### config.mk
export PLATFORM = sky130hd
export DESIGN_NAME = alpha_tester
export DESIGN_NICKNAME = d
export VERILOG_FILES = /design/src/alpha_pkg.sv /design/src/alpha_pin_if.sv /design/src/button_debounce.sv /design/src/dreset_sequencer.sv /design/src/trigger_pulser.sv /design/src/dac_loader.sv /design/src/pin_arbiter.sv /design/src/alpha_tester.sv
export VERILOG_INCLUDE_DIRS = /design/src
export SDC_FILE = /design/constraint.sdc
export NUM_CORES = 1
export LEC_CHECK = 0
export BUFFER_PORTS_ARGS = -buffer_cell sky130_fd_sc_hd__buf_2
export CORE_UTILIZATION = 66
export CTS_CLUSTER_DIAMETER = 200
export DETAILED_ROUTE_END_ITERATION = 6
export GPL_TIMING_DRIVEN = 0
export PLACE_DENSITY = 0.89
export SYNTH_ARGS = -nofsm -noshare
export SYNTH_HDL_FRONTEND = slang
export SYNTH_SLANG_ARGS = --single-unit
### constraint.sdc
create_clock -name clock -period 5.4 [get_ports clock]
set_input_delay 1.08 -clock clock [delete_from_list [all_inputs] [get_ports clock]]
set_output_delay 1.08 -clock clock [all_outputs]
set_load 0.03 [all_outputs]
### src/alpha_cfg.svh
`ifndef ALPHA_CFG_SVH
`define ALPHA_CFG_SVH

// ----------------------------------------------------------
// widths
// ----------------------------------------------------------
`define ALPHA_DAC_VALUE_BITS 12 // bias dac value
`define ALPHA_DAC_ADDR_BITS 4 // address field, sent first on sin
`define ALPHA_NUM_DACS 4 // CMPbias, ISEL, SBbias, DBbias
`define ALPHA_COUNT_BITS 8 // all sequence counters

// ----------------------------------------------------------
// sequence lengths, in clock cycles
// ----------------------------------------------------------
`define ALPHA_DEBOUNCE_CYCLES 8 // button must stay high this long
`define ALPHA_DRESET_CYCLES 16 // dreset pattern length
`define ALPHA_TRIG_CYCLES 4 // trigger pulse width
`define ALPHA_PCLK_CYCLES 2 // latch pulse after each dac word

// ----------------------------------------------------------
// bias dac values
// ----------------------------------------------------------
// addresses follow the order below, CMPbias at 0 up to DBbias at 3
`define ALPHA_CMPBIAS 12'h1e8 // comparator bias
`define ALPHA_ISEL 12'ha80 // ramp current, sets ramp length
`define ALPHA_SBBIAS 12'hdff // sample buffer bias
`define ALPHA_DBBIAS 12'h7ff // driver buffer bias

`endif

### src/alpha_pkg.sv
`default_nettype none

`include "alpha_cfg.svh"

package alpha_pkg;

	// ----------------------------------------------------------
	// vector types
	// ----------------------------------------------------------
	typedef logic [`ALPHA_DAC_VALUE_BITS-1:0] dac_value_t; // one bias setting
	typedef logic [`ALPHA_DAC_ADDR_BITS-1:0] dac_addr_t; // which dac
	// address in the upper bits so it leaves first, msb first
	typedef logic [`ALPHA_DAC_ADDR_BITS+`ALPHA_DAC_VALUE_BITS-1:0] serial_word_t;
	typedef logic [`ALPHA_COUNT_BITS-1:0] seq_count_t; // shared counter width

	// ----------------------------------------------------------
	// state machines
	// ----------------------------------------------------------
	typedef enum logic [2:0] {
		st_idle, // nothing to do
		st_wait_grant, // req up, pins not ours yet
		st_shift_low, // sin set up, sclk low
		st_shift_high, // sclk high, sin held
		st_latch, // pclk pulse
		st_next // gap before next word or release
	} loader_state_t;

	// who owns the chip pins
	typedef enum logic [1:0] {
		grant_none,
		grant_dreset,
		grant_trigger,
		grant_loader
	} grant_t;

endpackage

`default_nettype wire

### src/alpha_pin_if.sv
`timescale 1ns/1ps
`default_nettype none

// one sequencer's view of the shared chip control pins
interface alpha_pin_if;
	logic req; // held for the whole sequence
	logic grant; // pins belong to this client
	logic sin; // serial data
	logic sclk; // serial clock
	logic pclk; // parallel latch
	logic dreset; // digital reset
	logic trig; // trigger pulse

	// sequencer side
	modport client (
		output req,
		output sin, sclk, pclk, dreset, trig,
		input grant
	);

	// arbiter side
	modport arbiter (
		input req,
		input sin, sclk, pclk, dreset, trig,
		output grant
	);
endinterface

`default_nettype wire

### src/button_debounce.sv
`timescale 1ns/1ps
`default_nettype none

`include "alpha_cfg.svh"

// one press pulse per stable high level on a raw button
module button_debounce (
	input logic clock,
	input logic reset,
	input logic raw, // button level, active high
	output logic press // one cycle wide
);
	alpha_pkg::seq_count_t count; // consecutive high cycles
	logic armed; // cleared after a press, set again by a low level

	always_ff @(posedge clock) begin
		press <= 1'b0; // pulse by default
		if (reset) begin
			count <= '0;
			armed <= 1'b1;
		end else if (!raw) begin
			// released, start over and allow the next press
			count <= '0;
			armed <= 1'b1;
		end else if (armed) begin
			if (count == alpha_pkg::seq_count_t'(`ALPHA_DEBOUNCE_CYCLES - 1)) begin
				press <= 1'b1; // stable long enough
				armed <= 1'b0; // wait for release
				count <= '0;
			end else begin
				count <= count + 1'b1;
			end
		end
		// held high after the pulse, nothing more until release
	end

endmodule

`default_nettype wire

### src/dreset_sequencer.sv
`timescale 1ns/1ps
`default_nettype none

`include "alpha_cfg.svh"

// digital reset of the chip
// holds dreset, pclk and sclk high together for a fixed number of granted cycles
module dreset_sequencer (
	input logic clock,
	input logic reset,
	input logic start, // debounced button 3
	alpha_pin_if.client bus
);
	alpha_pkg::seq_count_t count; // granted cycles so far
	logic active; // we own the pins this cycle

	assign active = bus.req && bus.grant;

	// ----------------------------------------------------------
	// request and count
	// ----------------------------------------------------------
	always_ff @(posedge clock) begin
		if (reset) begin
			bus.req <= 1'b0;
			count <= '0;
		end else if (!bus.req) begin
			if (start) begin
				bus.req <= 1'b1; // start while busy is dropped
			end
			count <= '0;
		end else if (active) begin
			if (count == alpha_pkg::seq_count_t'(`ALPHA_DRESET_CYCLES - 1)) begin
				bus.req <= 1'b0; // last pattern cycle, release
				count <= '0;
			end else begin
				count <= count + 1'b1;
			end
		end
		// req high without grant, keep waiting
	end

	// reset pattern, low whenever the pins are not ours
	assign bus.dreset = active;
	assign bus.pclk = active;
	assign bus.sclk = active;
	assign bus.sin = 1'b0; // no data during reset
	assign bus.trig = 1'b0;

endmodule

`default_nettype wire

### src/trigger_pulser.sv
`timescale 1ns/1ps
`default_nettype none

`include "alpha_cfg.svh"

// single trigger pulse for the chip
// going through the arbiter keeps it out of a reset or a serial load
module trigger_pulser (
	input logic clock,
	input logic reset,
	input logic start, // debounced button 0
	alpha_pin_if.client bus
);
	alpha_pkg::seq_count_t count; // granted cycles so far
	logic active;

	assign active = bus.req && bus.grant;

	always_ff @(posedge clock) begin
		if (reset) begin
			bus.req <= 1'b0;
			count <= '0;
		end else if (!bus.req) begin
			if (start) begin
				bus.req <= 1'b1;
			end
			count <= '0;
		end else if (active) begin
			if (count == alpha_pkg::seq_count_t'(`ALPHA_TRIG_CYCLES - 1)) begin
				bus.req <= 1'b0; // pulse done
				count <= '0;
			end else begin
				count <= count + 1'b1;
			end
		end
	end

	// only trig moves, rest of the pins stay quiet
	assign bus.trig = active;
	assign bus.dreset = 1'b0;
	assign bus.pclk = 1'b0;
	assign bus.sclk = 1'b0;
	assign bus.sin = 1'b0;

endmodule

`default_nettype wire

### src/dac_loader.sv
`timescale 1ns/1ps
`default_nettype none

`include "alpha_cfg.svh"

// legacy serial load of the four bias dacs
// each word is address then value, msb first on sin
// two cycles per bit, then a pclk latch with sclk low
module dac_loader (
	input logic clock,
	input logic reset,
	input logic start, // debounced button 2
	alpha_pin_if.client bus
);
	localparam int word_bits = $bits(alpha_pkg::serial_word_t);
	localparam int bit_index_bits = $clog2(word_bits);

	alpha_pkg::loader_state_t state;
	alpha_pkg::dac_addr_t dac_index; // doubles as the dac address
	logic [bit_index_bits-1:0] bit_index; // bit now on sin
	alpha_pkg::seq_count_t pclk_count; // cycles of pclk so far
	alpha_pkg::dac_value_t dac_value;
	alpha_pkg::serial_word_t word; // word being shifted
	logic active;
	logic shifting;

	// ----------------------------------------------------------
	// word build
	// ----------------------------------------------------------
	always_comb begin
		case (dac_index)
			alpha_pkg::dac_addr_t'(0): dac_value = `ALPHA_CMPBIAS;
			alpha_pkg::dac_addr_t'(1): dac_value = `ALPHA_ISEL;
			alpha_pkg::dac_addr_t'(2): dac_value = `ALPHA_SBBIAS;
			alpha_pkg::dac_addr_t'(3): dac_value = `ALPHA_DBBIAS;
			default: dac_value = '0; // past the last dac
		endcase
	end

	assign word = {dac_index, dac_value};

	// ----------------------------------------------------------
	// sequencer
	// ----------------------------------------------------------
	always_ff @(posedge clock) begin
		if (reset) begin
			state <= alpha_pkg::st_idle;
			bus.req <= 1'b0;
			dac_index <= '0;
			bit_index <= '0;
			pclk_count <= '0;
		end else begin
			case (state)
				alpha_pkg::st_idle: begin
					if (start) begin
						bus.req <= 1'b1;
						state <= alpha_pkg::st_wait_grant;
					end
				end
				alpha_pkg::st_wait_grant: begin
					if (bus.grant) begin
						dac_index <= '0; // CMPbias first
						bit_index <= bit_index_bits'(word_bits - 1);
						state <= alpha_pkg::st_shift_low;
					end
				end
				alpha_pkg::st_shift_low: state <= alpha_pkg::st_shift_high; // sin settles
				alpha_pkg::st_shift_high: begin
					if (bit_index == '0) begin
						pclk_count <= '0;
						state <= alpha_pkg::st_latch; // word complete
					end else begin
						bit_index <= bit_index - 1'b1;
						state <= alpha_pkg::st_shift_low;
					end
				end
				alpha_pkg::st_latch: begin
					if (pclk_count == alpha_pkg::seq_count_t'(`ALPHA_PCLK_CYCLES - 1)) begin
						state <= alpha_pkg::st_next;
					end else begin
						pclk_count <= pclk_count + 1'b1;
					end
				end
				alpha_pkg::st_next: begin
					if (dac_index == alpha_pkg::dac_addr_t'(`ALPHA_NUM_DACS - 1)) begin
						bus.req <= 1'b0; // fourth latch done, give pins back
						state <= alpha_pkg::st_idle;
					end else begin
						dac_index <= dac_index + 1'b1;
						bit_index <= bit_index_bits'(word_bits - 1);
						state <= alpha_pkg::st_shift_low;
					end
				end
				default: state <= alpha_pkg::st_idle;
			endcase
		end
	end

	// ----------------------------------------------------------
	// pins
	// ----------------------------------------------------------
	assign active = bus.req && bus.grant;
	assign shifting = (state == alpha_pkg::st_shift_low) || (state == alpha_pkg::st_shift_high);
	assign bus.sin = active && shifting && word[bit_index]; // same bit for both halves
	assign bus.sclk = active && (state == alpha_pkg::st_shift_high);
	assign bus.pclk = active && (state == alpha_pkg::st_latch); // sclk low here
	assign bus.dreset = 1'b0;
	assign bus.trig = 1'b0;

endmodule

`default_nettype wire

### src/pin_arbiter.sv
`timescale 1ns/1ps
`default_nettype none

// shares the chip control pins between the three sequencers
// fixed priority dreset, trigger, loader, and no preemption
module pin_arbiter (
	input logic clock,
	input logic reset,
	input logic bottom_enable, // lets trig reach the bottom chip
	alpha_pin_if.arbiter dreset_bus,
	alpha_pin_if.arbiter trigger_bus,
	alpha_pin_if.arbiter loader_bus,
	output logic sin,
	output logic sclk,
	output logic pclk,
	output logic dreset,
	output logic auxtrig,
	output logic trig_top,
	output logic trig_bot
);
	alpha_pkg::grant_t owner; // current pin owner
	logic sel_sin, sel_sclk, sel_pclk, sel_dreset, sel_trig; // owner's pins

	// ----------------------------------------------------------
	// grant
	// ----------------------------------------------------------
	always_ff @(posedge clock) begin
		if (reset) begin
			owner <= alpha_pkg::grant_none;
		end else begin
			case (owner)
				alpha_pkg::grant_none: begin
					// only pick a new owner once the pins are free
					if (dreset_bus.req) owner <= alpha_pkg::grant_dreset;
					else if (trigger_bus.req) owner <= alpha_pkg::grant_trigger;
					else if (loader_bus.req) owner <= alpha_pkg::grant_loader;
				end
				alpha_pkg::grant_dreset: if (!dreset_bus.req) owner <= alpha_pkg::grant_none;
				alpha_pkg::grant_trigger: if (!trigger_bus.req) owner <= alpha_pkg::grant_none;
				alpha_pkg::grant_loader: if (!loader_bus.req) owner <= alpha_pkg::grant_none;
				default: owner <= alpha_pkg::grant_none;
			endcase
		end
	end

	assign dreset_bus.grant = (owner == alpha_pkg::grant_dreset);
	assign trigger_bus.grant = (owner == alpha_pkg::grant_trigger);
	assign loader_bus.grant = (owner == alpha_pkg::grant_loader);

	// ----------------------------------------------------------
	// pin mux and output registers
	// ----------------------------------------------------------
	always_comb begin
		{sel_sin, sel_sclk, sel_pclk, sel_dreset, sel_trig} = '0; // nobody owns them
		case (owner)
			alpha_pkg::grant_dreset: {sel_sin, sel_sclk, sel_pclk, sel_dreset, sel_trig} =
				{dreset_bus.sin, dreset_bus.sclk, dreset_bus.pclk, dreset_bus.dreset, dreset_bus.trig};
			alpha_pkg::grant_trigger: {sel_sin, sel_sclk, sel_pclk, sel_dreset, sel_trig} =
				{trigger_bus.sin, trigger_bus.sclk, trigger_bus.pclk, trigger_bus.dreset, trigger_bus.trig};
			alpha_pkg::grant_loader: {sel_sin, sel_sclk, sel_pclk, sel_dreset, sel_trig} =
				{loader_bus.sin, loader_bus.sclk, loader_bus.pclk, loader_bus.dreset, loader_bus.trig};
			default: ;
		endcase
	end

	always_ff @(posedge clock) begin
		if (reset) begin
			{sin, sclk, pclk, dreset, auxtrig, trig_top, trig_bot} <= '0;
		end else begin
			sin <= sel_sin;
			sclk <= sel_sclk;
			pclk <= sel_pclk;
			dreset <= sel_dreset;
			auxtrig <= sel_dreset; // chip wants auxtrig high through dreset
			trig_top <= sel_trig;
			trig_bot <= sel_trig && bottom_enable; // bottom chip optional
		end
	end

endmodule

`default_nettype wire

### src/alpha_tester.sv
`timescale 1ns/1ps
`default_nettype none

// bench controller for one ALPHA chip
// buttons start a digital reset, a trigger or a bias dac load
module alpha_tester (
	input logic clock,
	input logic reset,
	input logic [3:0] buttons, // 3 dreset, 2 dac load, 1 unused, 0 trigger
	input logic bottom_enable, // copy trig onto trig_bot
	output logic sin,
	output logic sclk,
	output logic pclk,
	output logic dreset,
	output logic auxtrig,
	output logic trig_top,
	output logic trig_bot
);
	logic start_dreset; // button 3
	logic start_load; // button 2
	logic start_trigger; // button 0

	// ----------------------------------------------------------
	// buttons
	// ----------------------------------------------------------
	button_debounce button_3_debounce (
		.clock(clock), .reset(reset), .raw(buttons[3]), .press(start_dreset)
	);
	button_debounce button_2_debounce (
		.clock(clock), .reset(reset), .raw(buttons[2]), .press(start_load)
	);
	// button 1 was the i2c transfer, not wired here
	button_debounce button_0_debounce (
		.clock(clock), .reset(reset), .raw(buttons[0]), .press(start_trigger)
	);

	// ----------------------------------------------------------
	// sequencers
	// ----------------------------------------------------------
	alpha_pin_if dreset_bus ();
	alpha_pin_if trigger_bus ();
	alpha_pin_if loader_bus ();

	dreset_sequencer dreset_sequencer_inst (
		.clock(clock), .reset(reset), .start(start_dreset), .bus(dreset_bus.client)
	);
	trigger_pulser trigger_pulser_inst (
		.clock(clock), .reset(reset), .start(start_trigger), .bus(trigger_bus.client)
	);
	dac_loader dac_loader_inst (
		.clock(clock), .reset(reset), .start(start_load), .bus(loader_bus.client)
	);

	// ----------------------------------------------------------
	// pins
	// ----------------------------------------------------------
	pin_arbiter pin_arbiter_inst (
		.clock(clock),
		.reset(reset),
		.bottom_enable(bottom_enable),
		.dreset_bus(dreset_bus.arbiter), // highest priority
		.trigger_bus(trigger_bus.arbiter),
		.loader_bus(loader_bus.arbiter), // lowest
		.sin(sin),
		.sclk(sclk),
		.pclk(pclk),
		.dreset(dreset),
		.auxtrig(auxtrig),
		.trig_top(trig_top),
		.trig_bot(trig_bot)
	);

endmodule

`default_nettype wire

==> key figures <==
Die
  • DIE AREA: 5880 µm²
  • Cell Rows: 26
  • Initial core utilization: 0.703
  • Die span in y: 76.7 µm
  • Core Region: 5240 µm²
  • Die Wd: 76.7 µm
  • Boundary pin count: 14

Routing
  • DRC: 0
  • Antenna-violating nets left: 0
  • Routed vias: 3078
  • WL/cell: 14.1 µm
  • First-pass DRT Iterations: 4
  • Avg Vias per Cell: 5.89
  • Final WL: 7350 µm
  • Initial DRC count: 254

Worst hold path
  • Worst min path class: flop to flop
  • Hold EP: trigger_pulser_inst.bus.req$_SDFF_PP0_
  • Hold_sp: button_0_debounce.press$_SDFF_PP0_
  • Hold path depth: 2

Setup path
  • Crit path from: reset
  • Critical path's top delay family: buffers and inverters
  • WP buf/inv: 4
  • FF-to-FF End: dac_loader_inst.pclk_count[5]$_SDFFE_PP0P_
  • Critical R2R Launch: dac_loader_inst.bit_index[1]$_SDFFE_PP0P_
  • CP endpoint kind: flop
  • Critical Path Fanout Max: 10
  • FF-to-FF path depth: 8
  • Crit path top cell by count: clkbuf_1
  • Worst Path Required: 5.69 ns
  • Crit-path max cell delay: 0.42 ns
  • R2r setup slk: 3.40 ns
  • WS Path Type: input port to flop
  • Critical Path, Cell by Cell: buf_2 -> clkbuf_1 -> inv_1 -> clkbuf_1 -> nand2_1 -> a21oi_1
  • CP Launch Type: input port
  • CP Data Arrival Time: 2.46 ns
  • Crit-path slowest cell: clkbuf_1

Yosys
  • Synthesis-stage register bit count: 76
  • Synth Area in Compound Gates: 0.129
  • Register area share after synthesis: 0.413
  • Post-synthesis mux area share: 0.0200
  • Async SR Flop Fraction: 0
  • Mapped Area: 3680 µm²
  • Mapped Nets: 445
  • Syn avg cell area: 8.67 µm²
  • Post-synthesis simple-gate area fraction: 0.272
  • EDFF count, synth: 0
  • XOR/XNOR share of the synthesized area: 0.0856
  • Largest family of logic cells by synthesized area: simple AND/OR/NAND/NOR gates
  • Netlist cell types: 53
  • Post-Synth Adder-Cell Area: 0.0442
  • Synth warnings: 0
  • Syn Inst Count: 425
  • Post-synth top flop: dfxtp_1

Place
  • Input/output buffers: 12
  • GP Congestion: 0.849
  • Post-Place Setup Slack: 2.87 ns
  • HPWL Detailed: 4950 µm

Finish
  • Post-layout util: 0.775
  • Number of diodes: 0
  • Commonest non-fill, non-tap cell in the layout: dfxtp_1
  • Area delta synth->final: 10.2%
  • Layout cells sized above 1: 0.108
  • Commonest cells after routing, fill and taps aside: dfxtp_1, nor2_1, nand2_1
  • FILL cells: 359
  • Footprint of the multi-input gates: 2030 µm²
  • Nets: 468
  • Register area: 1520 µm²

Clocking
  • TritonCTS Buffers: 9
  • CTS Root Cell: clkbuf_8
  • H-tree depth: 3
  • Resized Gates After CTS: 0
  • Clock buffer depth: 2
  • Clock Latency Late Sink: 0.36 ns
  • Hold-fix buffers, CTS: 0
  • Clock-pin slew on the worst setup and hold paths: 0.07 ns
  • CTS sink cnt: 76
  • Setup Buffers After CTS: 0
  • CTS tree: yes

Timing
  • Final setup viols: 0
  • Fmax: 460 MHz
  • Final hold slack: 0.483 ns
  • Final hold vios: 0
  • Slew Viols, Final: 0
  • Setup TNS Final: 0 ns
  • Worst slew margin: 0.649
  • Worst slew pin tran: 0.526 ns
  • Minimum clock period: 2.17 ns
  • Final Cycle Share: 0.403
  • Clk_skew: 0.00569 ns
  • RSZ-0062 raised after global routing: no
  • Final WS setup: 3.23 ns

Run status
  • Outcome: finished clean

Power and ir drop
  • Pwr Density: 264 nW/µm²
  • Worst VDD drop: 0.195 mV
  • Leak: 1.44 nW

GRT
  • Gr ovfl total: 0
  • Number of global-route vias before repair: 2899
  • Initial antenna violation count: 0
  • First-pass GRT wire length: 12500 µm
  • Largest net degree at the start of global routing: 13
  • GR Util All Layers: 0.268

Job
  • Max-cap violations: 0
## kinds of logic (layout without fill, tap and decap cells)
family / count (synthesis) / count (layout)
compound gates: 68 / 68
xor+xnor: 36 / 36
fa+ha+maj: 13 / 13
buf+inv: 30 / 58
flops: 76 / 76
mux: 6 / 6
simple gates: 196 / 196
## state kept, by name (all words and copies together), names as in the netlist, 2 cells and up
name / cells
dac_loader_inst.dac_index: 4
dreset_sequencer_inst.count: 8
dac_loader_inst.bit_index: 4
dac_loader_inst.pclk_count: 8
button_2_debounce.count: 8
trigger_pulser_inst.count: 8
dac_loader_inst.state: 3
button_0_debounce.count: 8
button_3_debounce.count: 8
pin_arbiter_inst.owner: 2
## through the flow
stage,area [µm²],power (mW),std cells
final,4060,1.07,523
after global routing,4060,1.11,523
after CTS,4060,1.08,523
after detailed placement,3830,0.596,507
after global placement,3830,0.596,507
after floorplan,3680,0.590,425
## how the worst max path moves through the flow
stage	to	slack, ns	cells past startpoint
after floorplan	button_2_debounce.count[0]$_SDFFE_PP0P_	3.44	5
after global placement	button_0_debounce.count[1]$_SDFFE_PP0P_	2.90	6
after detailed placement	button_0_debounce.count[1]$_SDFFE_PP0P_	2.87	6
after CTS	button_0_debounce.count[1]$_SDFFE_PP0P_	3.20	6
after global routing	button_0_debounce.count[1]$_SDFFE_PP0P_	3.09	6
final	button_0_debounce.count[1]$_SDFFE_PP0P_	3.23	6
## metal layers
metal	up-vias	GRT usage	part of all wire
li1	1542	-	-
met1	1451	0.308	0.45
met2	71	0.460	0.50
met3	14	0.0607	0.035
met4	0	0.142	0.021
met5	-	0	0
## cell type report
cell class              instances  area share
flip-flops and latches         76       0.375
clock inverters                 3      0.0170
repair buffers                 12      0.0148
inverters                      13      0.0120
clock buffers                  13      0.0391
plain buffers                  17      0.0207
well taps                      70      0.0216
multi-input cells             319       0.500
## synthesized netlist by cell type (8+ instances only)
| cell type | number | share of area |
|---|---|---|
| dfxtp_1 | 76 | 0.41 |
| nor2_1 | 57 | 0.058 |
| nand2_1 | 44 | 0.045 |
| a21oi_1 | 21 | 0.029 |
| xnor2_1 | 21 | 0.050 |
| xor2_1 | 15 | 0.036 |
| nand3_1 | 14 | 0.019 |
| nand4_1 | 14 | 0.024 |
| ha_1 | 13 | 0.044 |
| inv_1 | 13 | 0.013 |
| o21ai_0 | 11 | 0.015 |
| and3_1 | 10 | 0.017 |
| clkbuf_1 | 10 | 0.010 |
| nor3_1 | 10 | 0.014 |
| nor2b_1 | 8 | 0.014 |
## worst register-to-register path, cell delays in order, from the launching register on
cell      delay [ns]
dfxtp_1         0.30
buf_2           0.17
inv_1           0.13
ha_1            0.16
nor3b_4         0.35
nand2_1         0.19
buf_4           0.22
a2111o_1        0.36
nand2_1         0.07
## power by group
part | switching [mW] | total, mW | internal (mW)
Combinational | 0.0132 | 0.0199 | 0.00669
Clock | 0.201 | 0.488 | 0.287
Sequential | 0.00217 | 0.564 | 0.562
(Power assumes the default switching activity.)
